File: config.mk
export PLATFORM = sky130hd
export DESIGN_NAME = io_blackbox
export DESIGN_NICKNAME = d
export VERILOG_FILES = /design/src/common/io_pkg.sv /design/src/common/bus_pkg.sv /design/src/channel/long_debounce.sv /design/src/channel/channel_proc.sv /design/src/regs/blackbox_regs.sv /design/src/source/io_blackbox.sv
export SDC_FILE = /design/constraint.sdc
export NUM_CORES = 1
export LEC_CHECK = 0
export BUFFER_PORTS_ARGS = -buffer_cell sky130_fd_sc_hd__buf_2
export CAP_MARGIN = 20
export CORE_ASPECT_RATIO = 1.75
export CORE_MARGIN = 5
export CORE_UTILIZATION = 60
export DETAILED_ROUTE_END_ITERATION = 6
export GPL_ROUTABILITY_DRIVEN = 0
export GPL_TIMING_DRIVEN = 0
export PLACE_DENSITY = 0.87
export RECOVER_POWER = 100
export SLEW_MARGIN = 10
export SYNTH_ARGS = -nofsm -noshare
export SYNTH_HDL_FRONTEND = slang
export SYNTH_SLANG_ARGS = --single-unit
File: constraint.sdc
create_clock -name clock -period 2.1 [get_ports clock]
set_input_delay 0.21 -clock clock [delete_from_list [all_inputs] [get_ports clock]]
set_output_delay 0.21 -clock clock [all_outputs]
set_load 0.01 [all_outputs]
File: src/common/io_pkg.sv
package io_pkg;

	// --------------------------------------------------
	// Channel geometry
	// --------------------------------------------------

	localparam int nr_channels = 8;	// DIOB pins on the card
	localparam int mode_bits = 3;
	localparam int sel_bits = 4;	// Raw selector field per channel

	// Internal processing modes after the remap
	typedef enum logic [mode_bits-1:0] {
		mode_disable       = 3'd0,
		mode_pass_out      = 3'd1,
		mode_pass_in       = 3'd2,
		mode_debounce2     = 3'd3,
		mode_debounce4     = 3'd4,
		mode_long_debounce = 3'd5
	} proc_mode_t;

	// Raw selector codes as software writes them, 6 to 15 unknown
	localparam logic [sel_bits-1:0] sel_disable = 4'd0;
	localparam logic [sel_bits-1:0] sel_pass_out = 4'd1;
	localparam logic [sel_bits-1:0] sel_pass_in = 4'd2;
	localparam logic [sel_bits-1:0] sel_debounce2 = 4'd3;
	localparam logic [sel_bits-1:0] sel_debounce4 = 4'd4;
	localparam logic [sel_bits-1:0] sel_long_debounce = 4'd5;

	// --------------------------------------------------
	// Debounce lengths
	// --------------------------------------------------

	localparam int short_stages_a = 2;
	localparam int short_stages_b = 4;	// Also the depth of the sample history

	localparam int long_count_bits = 7;
	localparam logic [long_count_bits-1:0] long_ticks = 7'd125;	// Stable samples needed

endpackage

File: src/common/bus_pkg.sv
package bus_pkg;

	localparam int addr_bits = 8;
	localparam int data_bits = 16;

	// --------------------------------------------------
	// Register map
	// --------------------------------------------------

	// Version word, major in the upper byte
	localparam logic [addr_bits-1:0] addr_info = 8'd0;

	// Default flags in 7..0, their OR in bit 8
	localparam logic [addr_bits-1:0] addr_status = 8'd1;

	localparam logic [addr_bits-1:0] addr_gpio_out = 8'd2;	// Read and write
	localparam logic [addr_bits-1:0] addr_gpio_in = 8'd3;	// Processed inputs, read only

	// Selectors, 4 bits per channel, lowest channel in the lowest nibble
	localparam logic [addr_bits-1:0] addr_sel_low = 8'd4;	// Channels 0 to 3
	localparam logic [addr_bits-1:0] addr_sel_high = 8'd5;	// Channels 4 to 7

	localparam logic [7:0] version_major = 8'd1;
	localparam logic [7:0] version_minor = 8'd2;

	// --------------------------------------------------
	// Host bus
	// --------------------------------------------------

	// Triggers are single-cycle pulses, addr and data_w valid with them
	typedef struct packed {
		logic [addr_bits-1:0] addr;
		logic [data_bits-1:0] data_w;
		logic read_trg;
		logic write_trg;
	} bus_req_t;

	// dtack one cycle after any trigger; data_r only valid with dtack
	typedef struct packed {
		logic [data_bits-1:0] data_r;
		logic dtack;
	} bus_rsp_t;

endpackage

File: src/channel/long_debounce.sv
`timescale 1ns/1ps

module long_debounce (
	input logic clock,
	input logic reset,
	input logic enable,
	input logic sample,
	output logic level
);

	// Length of the current run of equal samples, saturates at long_ticks
	logic [io_pkg::long_count_bits-1:0] count;
	logic last;	// Previous sample

	always_ff @(posedge clock)
	begin
		if (reset || !enable)
		begin
			count <= '0;
			last <= 1'b0;
			level <= 1'b0;
		end
		else
		begin
			last <= sample;

			if (count == '0 || sample != last)
			begin
				// First sample of a new run
				count <= {{(io_pkg::long_count_bits-1){1'b0}}, 1'b1};
			end
			else
			begin
				if (count != io_pkg::long_ticks)
					count <= count + 1'b1;

				// This sample completes the run or the run is already long enough
				if (count >= io_pkg::long_ticks - 1'b1)
					level <= sample;
			end
		end
	end

endmodule

File: src/channel/channel_proc.sv
`timescale 1ns/1ps

module channel_proc (
	input logic clock,
	input logic reset,
	input io_pkg::proc_mode_t mode,
	input logic sync_in,	// Already through the two-stage synchronizer
	input logic gpio_bit,
	output logic proc_in,
	output logic pin_out,
	output logic pin_oe
);

	// Last samples, newest at bit 0; with sync_in they form the window
	logic [io_pkg::short_stages_b-2:0] hist;
	logic [io_pkg::short_stages_b-1:0] win;

	logic deb_a;	// Level of the 2-sample debounce
	logic deb_b;	// Level of the 4-sample debounce
	logic long_level;
	logic long_en;
	logic pass_out;

	// New level once the newest n samples agree, otherwise keep the old one
	function automatic logic settle(
		input logic [io_pkg::short_stages_b-1:0] samples,
		input int n,
		input logic cur
	);
		logic [io_pkg::short_stages_b-1:0] mask;
		mask = {io_pkg::short_stages_b{1'b1}} >> (io_pkg::short_stages_b - n);
		if (&(samples | ~mask))
			return 1'b1;
		if (~|(samples & mask))
			return 1'b0;
		return cur;
	endfunction

	assign win = {hist, sync_in};
	assign long_en = (mode == io_pkg::mode_long_debounce);
	assign pass_out = (mode == io_pkg::mode_pass_out);

	long_debounce long_debounce_i (
		.clock  (clock),
		.reset  (reset),
		.enable (long_en),
		.sample (sync_in),
		.level  (long_level)
	);

	always_ff @(posedge clock)
	begin
		if (reset)
		begin
			hist <= '0;
			deb_a <= 1'b0;
			deb_b <= 1'b0;
			proc_in <= 1'b0;
			pin_out <= 1'b0;
			pin_oe <= 1'b0;
		end
		else
		begin
			hist <= win[io_pkg::short_stages_b-2:0];

			// A level outside its own mode is held at 0, so it restarts on entry
			deb_a <= (mode == io_pkg::mode_debounce2) ?
				settle(win, io_pkg::short_stages_a, deb_a) : 1'b0;
			deb_b <= (mode == io_pkg::mode_debounce4) ?
				settle(win, io_pkg::short_stages_b, deb_b) : 1'b0;

			case (mode)
				io_pkg::mode_pass_in:       proc_in <= sync_in;
				io_pkg::mode_debounce2:     proc_in <= deb_a;
				io_pkg::mode_debounce4:     proc_in <= deb_b;
				io_pkg::mode_long_debounce: proc_in <= long_level;
				default:                    proc_in <= 1'b0;	// Disable and pass out
			endcase

			// Pin is only driven in pass-out mode
			pin_out <= pass_out & gpio_bit;
			pin_oe <= pass_out;
		end
	end

endmodule

File: src/regs/blackbox_regs.sv
`timescale 1ns/1ps

module blackbox_regs (
	input logic clock,
	input logic reset,
	input bus_pkg::bus_req_t bus_req,
	output bus_pkg::bus_rsp_t bus_rsp,
	input logic [io_pkg::nr_channels-1:0] proc_in,
	output io_pkg::proc_mode_t mode [io_pkg::nr_channels-1:0],
	output logic [io_pkg::nr_channels-1:0] gpio_out
);

	// Raw selector per channel, two channels halves map to two bus words
	logic [io_pkg::nr_channels-1:0][io_pkg::sel_bits-1:0] sel;

	logic [io_pkg::nr_channels-1:0] default_sel;	// Unknown code per channel
	logic [bus_pkg::data_bits-1:0] rd_data;

	// --------------------------------------------------
	// Selector remap
	// --------------------------------------------------

	always_comb
	begin
		for (int i = 0; i < io_pkg::nr_channels; i++)
		begin
			default_sel[i] = 1'b0;
			case (sel[i])
				io_pkg::sel_disable:       mode[i] = io_pkg::mode_disable;
				io_pkg::sel_pass_out:      mode[i] = io_pkg::mode_pass_out;
				io_pkg::sel_pass_in:       mode[i] = io_pkg::mode_pass_in;
				io_pkg::sel_debounce2:     mode[i] = io_pkg::mode_debounce2;
				io_pkg::sel_debounce4:     mode[i] = io_pkg::mode_debounce4;
				io_pkg::sel_long_debounce: mode[i] = io_pkg::mode_long_debounce;
				default:
				begin
					mode[i] = io_pkg::mode_disable;	// Unknown code falls back to off
					default_sel[i] = 1'b1;
				end
			endcase
		end
	end

	// --------------------------------------------------
	// Read multiplexer
	// --------------------------------------------------

	always_comb
	begin
		rd_data = '0;	// Unmapped addresses read as 0
		case (bus_req.addr)
			bus_pkg::addr_info:
				rd_data = {bus_pkg::version_major, bus_pkg::version_minor};
			bus_pkg::addr_status:
			begin
				rd_data[io_pkg::nr_channels-1:0] = default_sel;
				rd_data[io_pkg::nr_channels] = |default_sel;	// Any channel defaulted
			end
			bus_pkg::addr_gpio_out:
				rd_data[io_pkg::nr_channels-1:0] = gpio_out;
			bus_pkg::addr_gpio_in:
				rd_data[io_pkg::nr_channels-1:0] = proc_in;
			bus_pkg::addr_sel_low:
				rd_data = sel[3:0];
			bus_pkg::addr_sel_high:
				rd_data = sel[7:4];
			default:
				rd_data = '0;
		endcase
	end

	// --------------------------------------------------
	// Register writes and response
	// --------------------------------------------------

	always_ff @(posedge clock)
	begin
		if (reset)
		begin
			sel <= '0;	// All channels disabled
			gpio_out <= '0;
		end
		else if (bus_req.write_trg)
		begin
			// Read-only and unmapped addresses fall through untouched
			case (bus_req.addr)
				bus_pkg::addr_gpio_out:
					gpio_out <= bus_req.data_w[io_pkg::nr_channels-1:0];
				bus_pkg::addr_sel_low:
					sel[3:0] <= bus_req.data_w;
				bus_pkg::addr_sel_high:
					sel[7:4] <= bus_req.data_w;
				default:
				begin
				end
			endcase
		end
	end

	// Every trigger is answered on the next cycle
	always_ff @(posedge clock)
	begin
		if (reset)
			bus_rsp <= '0;
		else
		begin
			bus_rsp.dtack <= bus_req.read_trg | bus_req.write_trg;
			bus_rsp.data_r <= bus_req.read_trg ? rd_data : '0;
		end
	end

endmodule

File: src/source/io_blackbox.sv
`timescale 1ns/1ps

module io_blackbox (
	input logic clock,
	input logic reset,
	input bus_pkg::bus_req_t bus_req,
	output bus_pkg::bus_rsp_t bus_rsp,
	input logic [io_pkg::nr_channels-1:0] diob_in,	// Raw pad inputs, asynchronous
	output logic [io_pkg::nr_channels-1:0] diob_out,
	output logic [io_pkg::nr_channels-1:0] diob_oe	// Pad driver enables
);

	// --------------------------------------------------
	// Input synchronizer
	// --------------------------------------------------

	logic [io_pkg::nr_channels-1:0] sync_meta;	// First stage, may go metastable
	logic [io_pkg::nr_channels-1:0] sync_in;

	always_ff @(posedge clock)
	begin
		if (reset)
		begin
			sync_meta <= '0;
			sync_in <= '0;
		end
		else
		begin
			sync_meta <= diob_in;
			sync_in <= sync_meta;
		end
	end

	// --------------------------------------------------
	// Register block
	// --------------------------------------------------

	io_pkg::proc_mode_t mode [io_pkg::nr_channels-1:0];
	logic [io_pkg::nr_channels-1:0] gpio_out;
	logic [io_pkg::nr_channels-1:0] proc_in;	// Processed inputs for readback

	blackbox_regs blackbox_regs_i (
		.clock    (clock),
		.reset    (reset),
		.bus_req  (bus_req),
		.bus_rsp  (bus_rsp),
		.proc_in  (proc_in),
		.mode     (mode),
		.gpio_out (gpio_out)
	);

	// --------------------------------------------------
	// Channel array
	// --------------------------------------------------

	// One processing stage per DIOB pin
	for (genvar i = 0; i < io_pkg::nr_channels; i++)
	begin : gen_chan
		channel_proc channel_proc_i (
			.clock    (clock),
			.reset    (reset),
			.mode     (mode[i]),
			.sync_in  (sync_in[i]),
			.gpio_bit (gpio_out[i]),
			.proc_in  (proc_in[i]),
			.pin_out  (diob_out[i]),
			.pin_oe   (diob_oe[i])
		);
	end

endmodule

==> flow_summary.ini <==
[worst_setup_path]
end_kind = flop
path_class = primary input to flop
crit_arrival_ns = 2.24
cp-start-kind = primary input
cp_cell_sequence = clkbuf_1 -> clkbuf_1 -> clkbuf_1 -> clkbuf_1 -> nor2_1
crit_top_cell = clkbuf_1
crit_fanout = 10
worstPathRequired_ns = 2.45
crit_path_top_delay_cell = clkbuf_1
cp_slowest_stage_delay_ns = 0.59
crit_family = buffers and inverters
reg2regPathDepth = 4
critical_path_buf_inv_count = 4
critical_path_depth = 5

[clocking]
cts_buffer_depth = 3
htree_levels = 1
cts_buffers = 19
post-cts-setup-buffers = 0
cts_sinks = 209
clk_latency_ns = 0.49
cts_tree = done
clk_pin_slew_ns = 0.06
cts_root_buf = clkbuf_16

[yosys]
async_flop_share_pct = 0
ys_seq_elements = 209
synth.distinct_cells = 50
syn_area_mm2 = 0.009120
synthFlopType = dfxtp_1
seq_area_frac_synth_pct = 45.88
ys_warn_count = 0
synth_edf_count = 0
synth_nets = 1076
synthCells = 992
postSynthAreaPerCell_um2 = 9.194

[detailed_routing]
routed_wl_um = 21640
drc = 0
initialDrtViolationCount = 427
ant_nets = 0
drtPass1Iterations = 6
post_drt_wl_per_cell_um = 16.79
vias = 7561
vias_per_cell = 5.866

[timing]
hold_ws_ns = 0.01052
fin_crit_ns = 1.891
relSlewSlack_pct = 39.68
period_share_pct = 90.04
fin_worst_skew_ns = 0.01449
slew_violations = 0
max_freq_mhz = 528.8
hold_viol = 0
finalWorstSetupSlack_ns = 0.2091
setup_viol = 0
rsz0062_at_grt = no
worst_pin_slew_ns = 0.8979

[finish]
utilization_pct = 69.80
drive_gt1_share_pct = 8.047
finalNetCount = 1181
diodes = 0
final_cells = 1289
num-fill-cells = 1157
area_delta_synth_final_pct = 14.13

[power_and_ir_drop]
power.leakage_nw = 3.816
vdd.ir_drop.worst_uv = 591.9
p_per_area_mw_per_mm2 = 733.7

[grt]
grt_max_degree = 16
grt_pass1_vias = 7509
antenna_found_initial = 0
grt_pass1_wl_um = 34880
grt_usage_pct = 23.96
overflow = 0

[placed_design]
numPortBuffers = 67
post-dp-hpwl_um = 15530
pre_cts_slack_ns = -0.3633
post-place-cells = 1242

[floorplan]
core_mm2 = 0.01491
start_util_pct = 61.16
dieArea_mm2 = 0.01786
placementRows = 59
die_x_um = 103.2
io_pins = 69
die_h_um = 173.1

[min_path]
hp-class = primary input to flop
hold_depth = 3

[flow_run]
cap_violations = 0

[outcome]
outcome = complete, no violations
==> timing repair <==
| action | CTS | global route |
|---|---|---|
| hold buffers | 17 | 0 |
| hold endpoints to repair | 20 | 0 |
| gates resized for setup | 0 | 1 |
| endpoints found under the setup margin | 0 | 1 |
==> worst register-to-register path: cells and delay by family (launching register included) <==
| family | cells | cell delay (ns) |
|---|---|---|
| and+or+nand+nor | 2 | 0.87 |
| DFF | 1 | 0.31 |
| buffers and inverters | 1 | 0.27 |
| AOI/OAI and AO/OA | 1 | 0.25 |
==> metrics by stage <==
step / total power, mW / setup TNS (ns) / area, um2
after floorplan: 4.224 / 0 / 9120
after global placement: 4.318 / -2.330 / 9684
after detailed placement: 4.326 / -4.320 / 9684
after CTS: 7.683 / 0 / 10450
after global routing: 7.869 / 0 / 10410
final: 7.637 / 0 / 10410
==> layout by cell type (no fill, tap or decap), drive strengths merged, types with 9 or more instances in the layout <==
cell type and n:
a21oi 91, a31oi 21, and2 9, and3 14, buf 53, clkbuf 95, dfxtp 209, dlygate4sd3 17
ha 48, inv 49, mux2i 55, nand2 68, nand2b 21, nand3 30, nor2 94, nor2b 34
nor3 17, nor4 18, nor4b 13, o21ai 22, xnor2 33, xor2 15
==> cell usage after synthesis (14+ instances only) <==
cell type  count  area share (%)
nor2b_1       34             2.3
inv_1         49             2.0
a21oi_1       91             5.0
o21ai_0       22             1.2
xnor2_1       33             3.2
mux2i_1       55             6.0
dfxtp_1      209              46
nand3_1       30             1.6
xor2_1        15             1.4
nor2_1        94             3.9
nor4_1        16             1.1
and3_1        14            0.96
ha_1          48             6.6
nand2_1       68             2.8
a31oi_1       21             1.4
buf_4         17             1.4
clkbuf_1      25             1.0
nand2b_1      21             1.4
nor3_1        17            0.93
==> power by group <==
part	switching [mW]	internal, mW
Sequential	0.0181	3.99
Clock	1.41	1.95
Combinational	0.159	0.103
Total	1.59	6.04
==> layout make-up <==
type	instances	area, um2	area share [%]
clock buffer	28	559.3	5.373
clock inverter	2	37.54	0.3606
inverter	49	183.9	1.767
tap	183	229.0	2.200
multi-input combinational	681	4473	42.97
timing repair buffer	84	462.9	4.448
sequential	209	4184	40.20
buffer	53	279.0	2.681
==> layer usage <==
layer,vias up,global-route usage [%],share of wire (%)
met2,279,43.35,53
li1,3622,-,-
met5,-,0,0
met4,0,12.37,5.5
met3,87,4.234,6.4
met1,3573,25.50,35
==> flip-flops by register name (all words and copies together), names as in the netlist, 17 cells and up <==
name	flops
gen_chan.channel_proc_i.long_debounce_i.count	56
blackbox_regs_i.sel	32
blackbox_regs_i.bus_rsp	17
gen_chan.channel_proc_i.hist	24
==> cell families after synthesis <==
group / after synthesis / share of synthesized area [%]
flip-flops: 209 / 45.88
multiplexers: 58 / 6.407
AND/OR/NAND/NOR: 361 / 20.98
XOR/XNOR: 48 / 4.610
adder cells (fa/ha/maj): 48 / 6.585
AO/OA/AOI/OAI: 166 / 10.45
buffers and inverters: 102 / 5.090
==> worst paths after layout <==
path | slack, ns | start | end
worst max-delay path | 0.21 | reset | gen_chan[4].channel_proc_i.proc_in
worst min-delay path | 0.01 | bus_req[8] | blackbox_regs_i.gpio_out[6]
worst max register to register | 0.33 | blackbox_regs_i.sel[6] | flop
worst min register to register | 0.43 | sync_meta[6] | sync_in[6]
(Power assumes the default switching activity.)
